### config.mk
export PLATFORM = sky130hd
export DESIGN_NAME = dualTimer
export DESIGN_NICKNAME = d
export VERILOG_FILES = /design/src/timerCountPkg.sv /design/src/timerBusPkg.sv /design/src/timerChannel.sv /design/src/timerBusMux.sv /design/src/dualTimer.sv
export SDC_FILE = /design/constraint.sdc
export NUM_CORES = 1
export LEC_CHECK = 0
export ABC_AREA = 0
export ABC_CLOCK_PERIOD_IN_PS = 12100
export BUFFER_PORTS_ARGS = -buffer_cell sky130_fd_sc_hd__buf_2
export CORE_ASPECT_RATIO = 2
export CORE_MARGIN = 1.5
export CORE_UTILIZATION = 35
export DETAILED_ROUTE_END_ITERATION = 10
export GPL_ROUTABILITY_DRIVEN = 0
export PLACE_DENSITY = 0.62
export SETUP_SLACK_MARGIN = 0.5
export SLEW_MARGIN = 5
export SYNTH_ARGS = -nofsm -noshare
export SYNTH_HDL_FRONTEND = slang
export SYNTH_SLANG_ARGS = --single-unit
### constraint.sdc
create_clock -name clk_i -period 12.1 [get_ports clk_i]
set_input_delay 1.815 -clock clk_i [delete_from_list [all_inputs] [get_ports clk_i]]
set_output_delay 1.815 -clock clk_i [all_outputs]
set_load 0.03 [all_outputs]
### src/timerCountPkg.sv
`default_nettype none

package timerCountPkg;

    // Width shared by preset, count and bus data
    localparam int COUNT_WIDTH = 32;

    typedef logic [COUNT_WIDTH-1:0] countWord_t;

    // Counting modes, both hold values freeze the count
    typedef enum logic [1:0] {
        MODE_ONESHOT  = 2'd0, // Stops at zero
        MODE_PERIODIC = 2'd1, // Auto reload on zero
        MODE_HOLD2    = 2'd2,
        MODE_HOLD3    = 2'd3
    } timerMode_e;

endpackage

`default_nettype wire

### src/timerBusPkg.sv
`default_nettype none

package timerBusPkg;

    import timerCountPkg::*;

    // Word address: top bit is channel, low bits are register
    localparam int ADDR_WIDTH = 3;
    localparam int CHAN_BIT   = ADDR_WIDTH - 1;
    localparam int REG_WIDTH  = 2;

    // Implemented control bits, the rest read as zero
    localparam int CTRL_USED_BITS = 4;

    typedef enum logic [REG_WIDTH-1:0] {
        REG_CTRL   = 2'd0,
        REG_PRESET = 2'd1,
        REG_COUNT  = 2'd2  // Read only
    } regSel_e;

    typedef struct packed {
        logic [COUNT_WIDTH-CTRL_USED_BITS-1:0] reserved;
        logic                                  irqMask;
        timerMode_e                            mode;
        logic                                  enable;
    } ctrlWord_t;

    // One write word, decoded by the addressed register
    typedef union packed {
        ctrlWord_t  ctrl;
        countWord_t preset;
    } busWord_u;

endpackage

`default_nettype wire

### src/timerChannel.sv
`default_nettype none

module timerChannel
    import timerCountPkg::*, timerBusPkg::*;
(
    input  logic       clk_i,
    input  logic       rst_i,
    input  logic       ctrlWr_i,
    input  logic       presetWr_i,
    input  regSel_e    regSel_i,
    input  ctrlWord_t  ctrlField_i,
    input  countWord_t presetVal_i,
    output countWord_t rdata_o,
    output logic       irq_o
);

    // Control fields
    logic       enable;
    timerMode_e mode;
    logic       irqMask;

    countWord_t preset;
    countWord_t count;
    logic       reloadPending; // Set by every preset write

    countWord_t countNext;
    logic       pendingNext;
    ctrlWord_t  ctrlRead;
    countWord_t readWord;

    // Count step, sees register values from before this edge
    always_comb begin
        countWord_t loaded;
        loaded      = count;
        countNext   = count;
        pendingNext = reloadPending;
        if (enable) begin
            case (mode)
                MODE_ONESHOT: begin
                    if (reloadPending) begin
                        loaded      = preset;
                        pendingNext = 1'b0;
                    end
                    countNext = (loaded != '0) ? loaded - 1 : loaded;
                end
                MODE_PERIODIC: begin
                    if (count == '0) begin
                        loaded = preset; // Wrap
                    end
                    countNext = (loaded != '0) ? loaded - 1 : loaded;
                end
                MODE_HOLD2, MODE_HOLD3: ; // Frozen, pending kept
                default: ;
            endcase
        end
    end

    always_ff @(posedge clk_i or posedge rst_i) begin
        if (rst_i) begin
            enable        <= 1'b0;
            mode          <= MODE_ONESHOT;
            irqMask       <= 1'b0;
            preset        <= '0;
            count         <= '0;
            reloadPending <= 1'b0;
        end else begin
            count         <= countNext;
            reloadPending <= presetWr_i | pendingNext; // New write wins over a clear
            if (ctrlWr_i) begin
                enable  <= ctrlField_i.enable;
                mode    <= ctrlField_i.mode;
                irqMask <= ctrlField_i.irqMask;
            end
            if (presetWr_i) begin
                preset <= presetVal_i;
            end
        end
    end

    // Control readback with reserved bits as zero
    assign ctrlRead = '{reserved: '0, irqMask: irqMask, mode: mode, enable: enable};

    always_comb begin
        case (regSel_i)
            REG_CTRL:   readWord = ctrlRead;
            REG_PRESET: readWord = preset;
            REG_COUNT:  readWord = count;
            default:    readWord = '0; // Index 3
        endcase
    end

    // One cycle behind the address
    always_ff @(posedge clk_i or posedge rst_i) begin
        if (rst_i) begin
            rdata_o <= '0;
        end else begin
            rdata_o <= readWord;
        end
    end

    // Level interrupt, one-shot only
    assign irq_o = irqMask && (mode == MODE_ONESHOT) && (count == '0);

endmodule

`default_nettype wire

### src/timerBusMux.sv
`default_nettype none

module timerBusMux
    import timerCountPkg::*, timerBusPkg::*;
(
    input  logic                  clk_i,
    input  logic                  rst_i,
    input  logic [ADDR_WIDTH-1:0] addr_i,
    input  logic                  we_i,
    input  countWord_t            wdata_i,
    input  countWord_t            rdata0_i,
    input  countWord_t            rdata1_i,
    input  logic                  irq0_i,
    input  logic                  irq1_i,
    output logic                  ctrlWr0_o,
    output logic                  presetWr0_o,
    output logic                  ctrlWr1_o,
    output logic                  presetWr1_o,
    output regSel_e               regSel_o,
    output ctrlWord_t             ctrlField_o,
    output countWord_t            presetVal_o,
    output countWord_t            rdata_o,
    output logic                  irq_o
);

    logic     chanSel;
    logic     chanSelQ; // Channel of last cycle's read
    regSel_e  regIdx;
    logic     ctrlWr;
    logic     presetWr;
    busWord_u wordView;

    // Address split
    assign chanSel  = addr_i[CHAN_BIT];
    assign regIdx   = regSel_e'(addr_i[REG_WIDTH-1:0]);
    assign regSel_o = regIdx;

    // Count register and index 3 produce no strobe
    assign ctrlWr   = we_i && (regIdx == REG_CTRL);
    assign presetWr = we_i && (regIdx == REG_PRESET);

    assign ctrlWr0_o   = ctrlWr && !chanSel;
    assign presetWr0_o = presetWr && !chanSel;
    assign ctrlWr1_o   = ctrlWr && chanSel;
    assign presetWr1_o = presetWr && chanSel;

    // Same write word seen both ways
    assign wordView    = busWord_u'(wdata_i);
    assign ctrlField_o = wordView.ctrl;
    assign presetVal_o = wordView.preset;

    always_ff @(posedge clk_i or posedge rst_i) begin
        if (rst_i) begin
            chanSelQ <= 1'b0;
        end else begin
            chanSelQ <= chanSel;
        end
    end

    // Both inputs already registered in the channels
    assign rdata_o = chanSelQ ? rdata1_i : rdata0_i;

    assign irq_o = irq0_i | irq1_i;

endmodule

`default_nettype wire

### src/dualTimer.sv
`default_nettype none

module dualTimer
    import timerCountPkg::*, timerBusPkg::*;
(
    input  logic                  clk_i,
    input  logic                  rst_i,
    input  logic [ADDR_WIDTH-1:0] addr_i,
    input  logic                  we_i,
    input  countWord_t            wdata_i,
    output countWord_t            rdata_o,
    output logic                  irq_o
);

    logic       ctrlWr0;
    logic       presetWr0;
    logic       ctrlWr1;
    logic       presetWr1;
    regSel_e    regSel;
    ctrlWord_t  ctrlField;
    countWord_t presetVal;
    countWord_t rdata0;
    countWord_t rdata1;
    logic       irq0;
    logic       irq1;

    timerChannel channel0 (
        .clk_i       (clk_i),
        .rst_i       (rst_i),
        .ctrlWr_i    (ctrlWr0),
        .presetWr_i  (presetWr0),
        .regSel_i    (regSel),
        .ctrlField_i (ctrlField),
        .presetVal_i (presetVal),
        .rdata_o     (rdata0),
        .irq_o       (irq0)
    );

    timerChannel channel1 (
        .clk_i       (clk_i),
        .rst_i       (rst_i),
        .ctrlWr_i    (ctrlWr1),
        .presetWr_i  (presetWr1),
        .regSel_i    (regSel),
        .ctrlField_i (ctrlField),
        .presetVal_i (presetVal),
        .rdata_o     (rdata1),
        .irq_o       (irq1)
    );

    // Write decode, read select and interrupt OR
    timerBusMux busMux (
        .clk_i       (clk_i),
        .rst_i       (rst_i),
        .addr_i      (addr_i),
        .we_i        (we_i),
        .wdata_i     (wdata_i),
        .rdata0_i    (rdata0),
        .rdata1_i    (rdata1),
        .irq0_i      (irq0),
        .irq1_i      (irq1),
        .ctrlWr0_o   (ctrlWr0),
        .presetWr0_o (presetWr0),
        .ctrlWr1_o   (ctrlWr1),
        .presetWr1_o (presetWr1),
        .regSel_o    (regSel),
        .ctrlField_o (ctrlField),
        .presetVal_o (presetVal),
        .rdata_o     (rdata_o),
        .irq_o       (irq_o)
    );

endmodule

`default_nettype wire

==> impl_results.rst <==
.. list-table::
   :header-rows: 1

   * - Metric
     - Value
   * - Initial antenna violation count
     - 1
   * - Die Height
     - 298 um
   * - X dimension of the die
     - 150 um
   * - Synth Cell Area
     - 15,200 sq um
   * - Max transition margin
     - 20.2%
   * - Max layer used
     - met4
   * - Global-route usage over all layers
     - 26.8%
   * - Hold Violations, Final
     - 0
   * - Sw Ratio
     - 45.1%
   * - IO Port Bufs
     - 70
   * - Part of the power in combinational logic
     - 40.2%
   * - Path class of the lowest-slack min-delay path
     - reg -> reg
   * - Metal-1 WL
     - 20,000 um
   * - Required time reported for the critical path endpoint
     - 10.28 ns
   * - Total power divided by cell area
     - 207 nW/um^2
   * - Core region area
     - 42,700 sq um
   * - Async SR Flop Fraction
     - 100%
   * - Number of synthesized register bits
     - 203
   * - DRC marker count from the first detailed-route iteration
     - 1,966
   * - Top-area cell type share of the netlist area
     - 33.5%
   * - Post-synthesis cell type count
     - 94
   * - Count of hold buffers inserted by post-cts repair
     - 0
   * - Synthesis-to-finish area growth
     - 8.53%
   * - WL per Instance
     - 26.8 um
   * - Sequential share of the synthesized area
     - 33.5%
   * - Met3 routed WL
     - 3450 um
   * - Highest attainable clock frequency
     - 179 MHz
   * - Leading cell type by number of instances after synthesis
     - sky130_fd_sc_hd__dfrtp_1
   * - Routed wire length on met2
     - 30,800 um
   * - Root buf cell
     - sky130_fd_sc_hd__clkbuf_16
   * - Setup tns final
     - 0 ns
   * - Number of resized instances in the post-cts repair step
     - 0
   * - Clock Latency Late Sink
     - 0.53 ns
   * - Number of warning messages in the yosys log
     - 0
   * - TritonCTS Buffers
     - 20
   * - Antenna-violating nets left
     - 0
   * - Number of nets in the finished design
     - 1,727
   * - Maximum count of clock buffers along a single path
     - 3
   * - LEAKAGE
     - 6.31 nW
   * - Post-route DRC
     - 0
   * - RSZ-0062 raised after global routing
     - no
   * - Endpoint class of the critical path
     - output pin
   * - DIE AREA
     - 44,700 sq um
   * - Detailed placement HPWL
     - 42,600 um
   * - Mapped Avg Cell Area
     - 8.76 sq um
   * - Proportion of power drawn by the clock network
     - 21.9%
   * - Tightest Pin Transition
     - 1.20 ns
   * - Overflow left after global routing
     - 0
   * - Number of maximum-capacitance constraint violations
     - 0
   * - Critical path type
     - reg -> out
   * - Proportion of layout cells with a drive suffix above 1
     - 17.3%
   * - Detailed-route vias per instance
     - 6.65
   * - Min Tclk post-route
     - 5.59 ns
   * - Yosys top cell by area
     - sky130_fd_sc_hd__dfrtp_1
   * - Largest voltage drop on the vdd net
     - 82.1 uV
   * - Post-CTS setup repair buffer count
     - 0
   * - Vias post-DR
     - 14,911
   * - Synthesized net count
     - 1,780
   * - Mapped Cells
     - 1,734
   * - Arrival time of data at the critical path endpoint
     - 3.77 ns
   * - Final critical-path share of the clock period
     - 46.2%
   * - CTS tree
     - done
   * - Rows
     - 107
   * - Max Clock Skew
     - 0.0213 ns
   * - Clock input transition at the sequential cells of the worst setup and hold paths
     - 0.08 ns
   * - Run status
     - finished, final reports clean
   * - Drt total wl
     - 59,900 um
   * - Portion of total power attributed to sequential cells
     - 38.0%
   * - Synth top cells by count
     - 203 x sky130_fd_sc_hd__dfrtp_1, 130 x sky130_fd_sc_hd__clkbuf_1, 129 x sky130_fd_sc_hd__nor2_1
   * - Crit-path max FO
     - 45
   * - Initial core utilization
     - 35.6%
   * - Largest net degree at the start of global routing
     - 81
   * - Most common flop cell mapped by yosys
     - sky130_fd_sc_hd__dfrtp_1
   * - Launching element type of the critical path
     - flop
   * - Pins Over Slew Limit
     - 0
   * - Number of enable flip-flop cells after synthesis
     - 0
   * - Finished Core Util
     - 38.6%
   * - Global-route wire length before repair
     - 90,200 um
   * - Number of global-route vias before repair
     - 14,375
   * - Internal power component
     - 1.87 mW
   * - Most area-consuming cells after synthesis
     - sky130_fd_sc_hd__dfrtp_1 33%, sky130_fd_sc_hd__mux2_2 8.3%, sky130_fd_sc_hd__mux2i_1 5.1%, sky130_fd_sc_hd__a21oi_1 3.5%, sky130_fd_sc_hd__a22o_1 3.3%
   * - Length of the first detailed-routing pass in iterations
     - 8
   * - CTS HTree Levels
     - 1
   * - Clock sink count
     - 203
   * - Final setup violation count
     - 0
   * - Number of top-level pins
     - 71
   * - Power dissipated by switching net loads
     - 1.54 mW
[layer usage]
layer / global-route usage (%) / vias to the layer above
met5: 0 / -
met4: 20.3 / 0
met3: 2.87 / 327
met2: 47.4 / 857
met1: 28.6 / 7291
li1: - / 6436
[logic make-up after synthesis]
logic type,Yosys count,share of synthesized area [%]
adders and majority gates,8,0.659
and+or+nand+nor,589,20.6
muxes,190,13.4
AOI/OAI and AO/OA,486,22.4
DFF,203,33.5
xor gates and xnor gates,64,3.69
buffers and inverters,194,5.71
[layout by cell type, fill, tap and decap left out, types with 21 or more instances in the layout]
cell type and instances:
sky130_fd_sc_hd__a21oi_1 106, sky130_fd_sc_hd__or4_1 24, sky130_fd_sc_hd__nand2_1 99, sky130_fd_sc_hd__dfrtp_1 201
sky130_fd_sc_hd__or3_1 29, sky130_fd_sc_hd__nand3_1 37, sky130_fd_sc_hd__o211ai_1 23, sky130_fd_sc_hd__nand4_1 24
sky130_fd_sc_hd__a31oi_1 22, sky130_fd_sc_hd__nor2_1 129, sky130_fd_sc_hd__buf_2 70, sky130_fd_sc_hd__mux2_2 112
sky130_fd_sc_hd__xor2_1 25, sky130_fd_sc_hd__mux2i_1 78, sky130_fd_sc_hd__nor4_1 40, sky130_fd_sc_hd__a22o_1 58
sky130_fd_sc_hd__clkbuf_16 21, sky130_fd_sc_hd__xnor2_1 39, sky130_fd_sc_hd__o21ai_0 90, sky130_fd_sc_hd__buf_4 37
sky130_fd_sc_hd__nor3_1 79
[cell type report]
type / count / area, sq um
Fill cell: 4133 / 26200
Multi-Input combinational cell: 1337 / 9280
Sequential cell: 203 / 5080
Tap cell: 545 / 682
Timing Repair Buffer: 107 / 628
Clock buffer: 24 / 547
Clock inverter: 12 / 210
Inverter: 12 / 52.6
Antenna cell: 1 / 2.50
[worst paths after layout]
path,start,slack (ns),cells after the start,endpoint
setup / recovery,channel1.count[20],6.51,7,irq_o
hold / removal,channel1.irqMask,0.56,1,channel1.irqMask
setup reg to reg,channel1.count[20],7.15,8,channel1.count[25]
hold reg to reg,channel1.irqMask,0.56,1,channel1.irqMask
max in group asynchronous,rst_i,8.58,4,channel1.reloadPending
min in group asynchronous,rst_i,1.37,2,channel0.enable
[metrics by stage]
stage	total power, mW	hold slack [ns]	std cells	setup WS, ns	area, sq um
floorplan	2.20	0.502	1734	4.75	15200
global placement	2.58	0.524	2204	7.41	15700
detailed placement	2.62	0.546	2204	7.44	15700
CTS	3.37	0.560	2240	6.85	16500
global route	3.58	0.576	2240	6.53	16500
finish	3.41	0.557	2241	6.51	16500
[power by group through the flow]
stage	Sequential [mW]	Combinational, mW	Clock [mW]
after global placement	1.28	1.30	0
after floorplan	0.976	1.22	0
final	1.29	1.37	0.745
after CTS	1.28	1.34	0.755
after global routing	1.33	1.48	0.775
after detailed placement	1.29	1.33	0
[critical path, stage by stage, from the launching register on]
cell and delay (ns):
sky130_fd_sc_hd__dfrtp_1 0.50, sky130_fd_sc_hd__nor4_1 0.96, sky130_fd_sc_hd__nand4_1 0.39, sky130_fd_sc_hd__nor3_2 0.32
sky130_fd_sc_hd__buf_4 0.53, sky130_fd_sc_hd__nand3_1 0.18, sky130_fd_sc_hd__nand2_1 0.14, sky130_fd_sc_hd__buf_2 0.21
[registers in the layout, summed over array words and instances, names as in the netlist]
signal,cells
channel1.mode,2
channel0.enable,1
channel0.count,32
channel0.reloadPending,1
channel1.preset,32
channel0.irqMask,1
channel1.rdata_o,32
channel0.rdata_o,32
channel1.irqMask,1
channel1.count,32
busMux.chanSelQ,1
channel1.reloadPending,1
channel0.preset,32
channel0.mode,2
channel1.enable,1
Note: power is estimated with default switching activity, not from simulation.
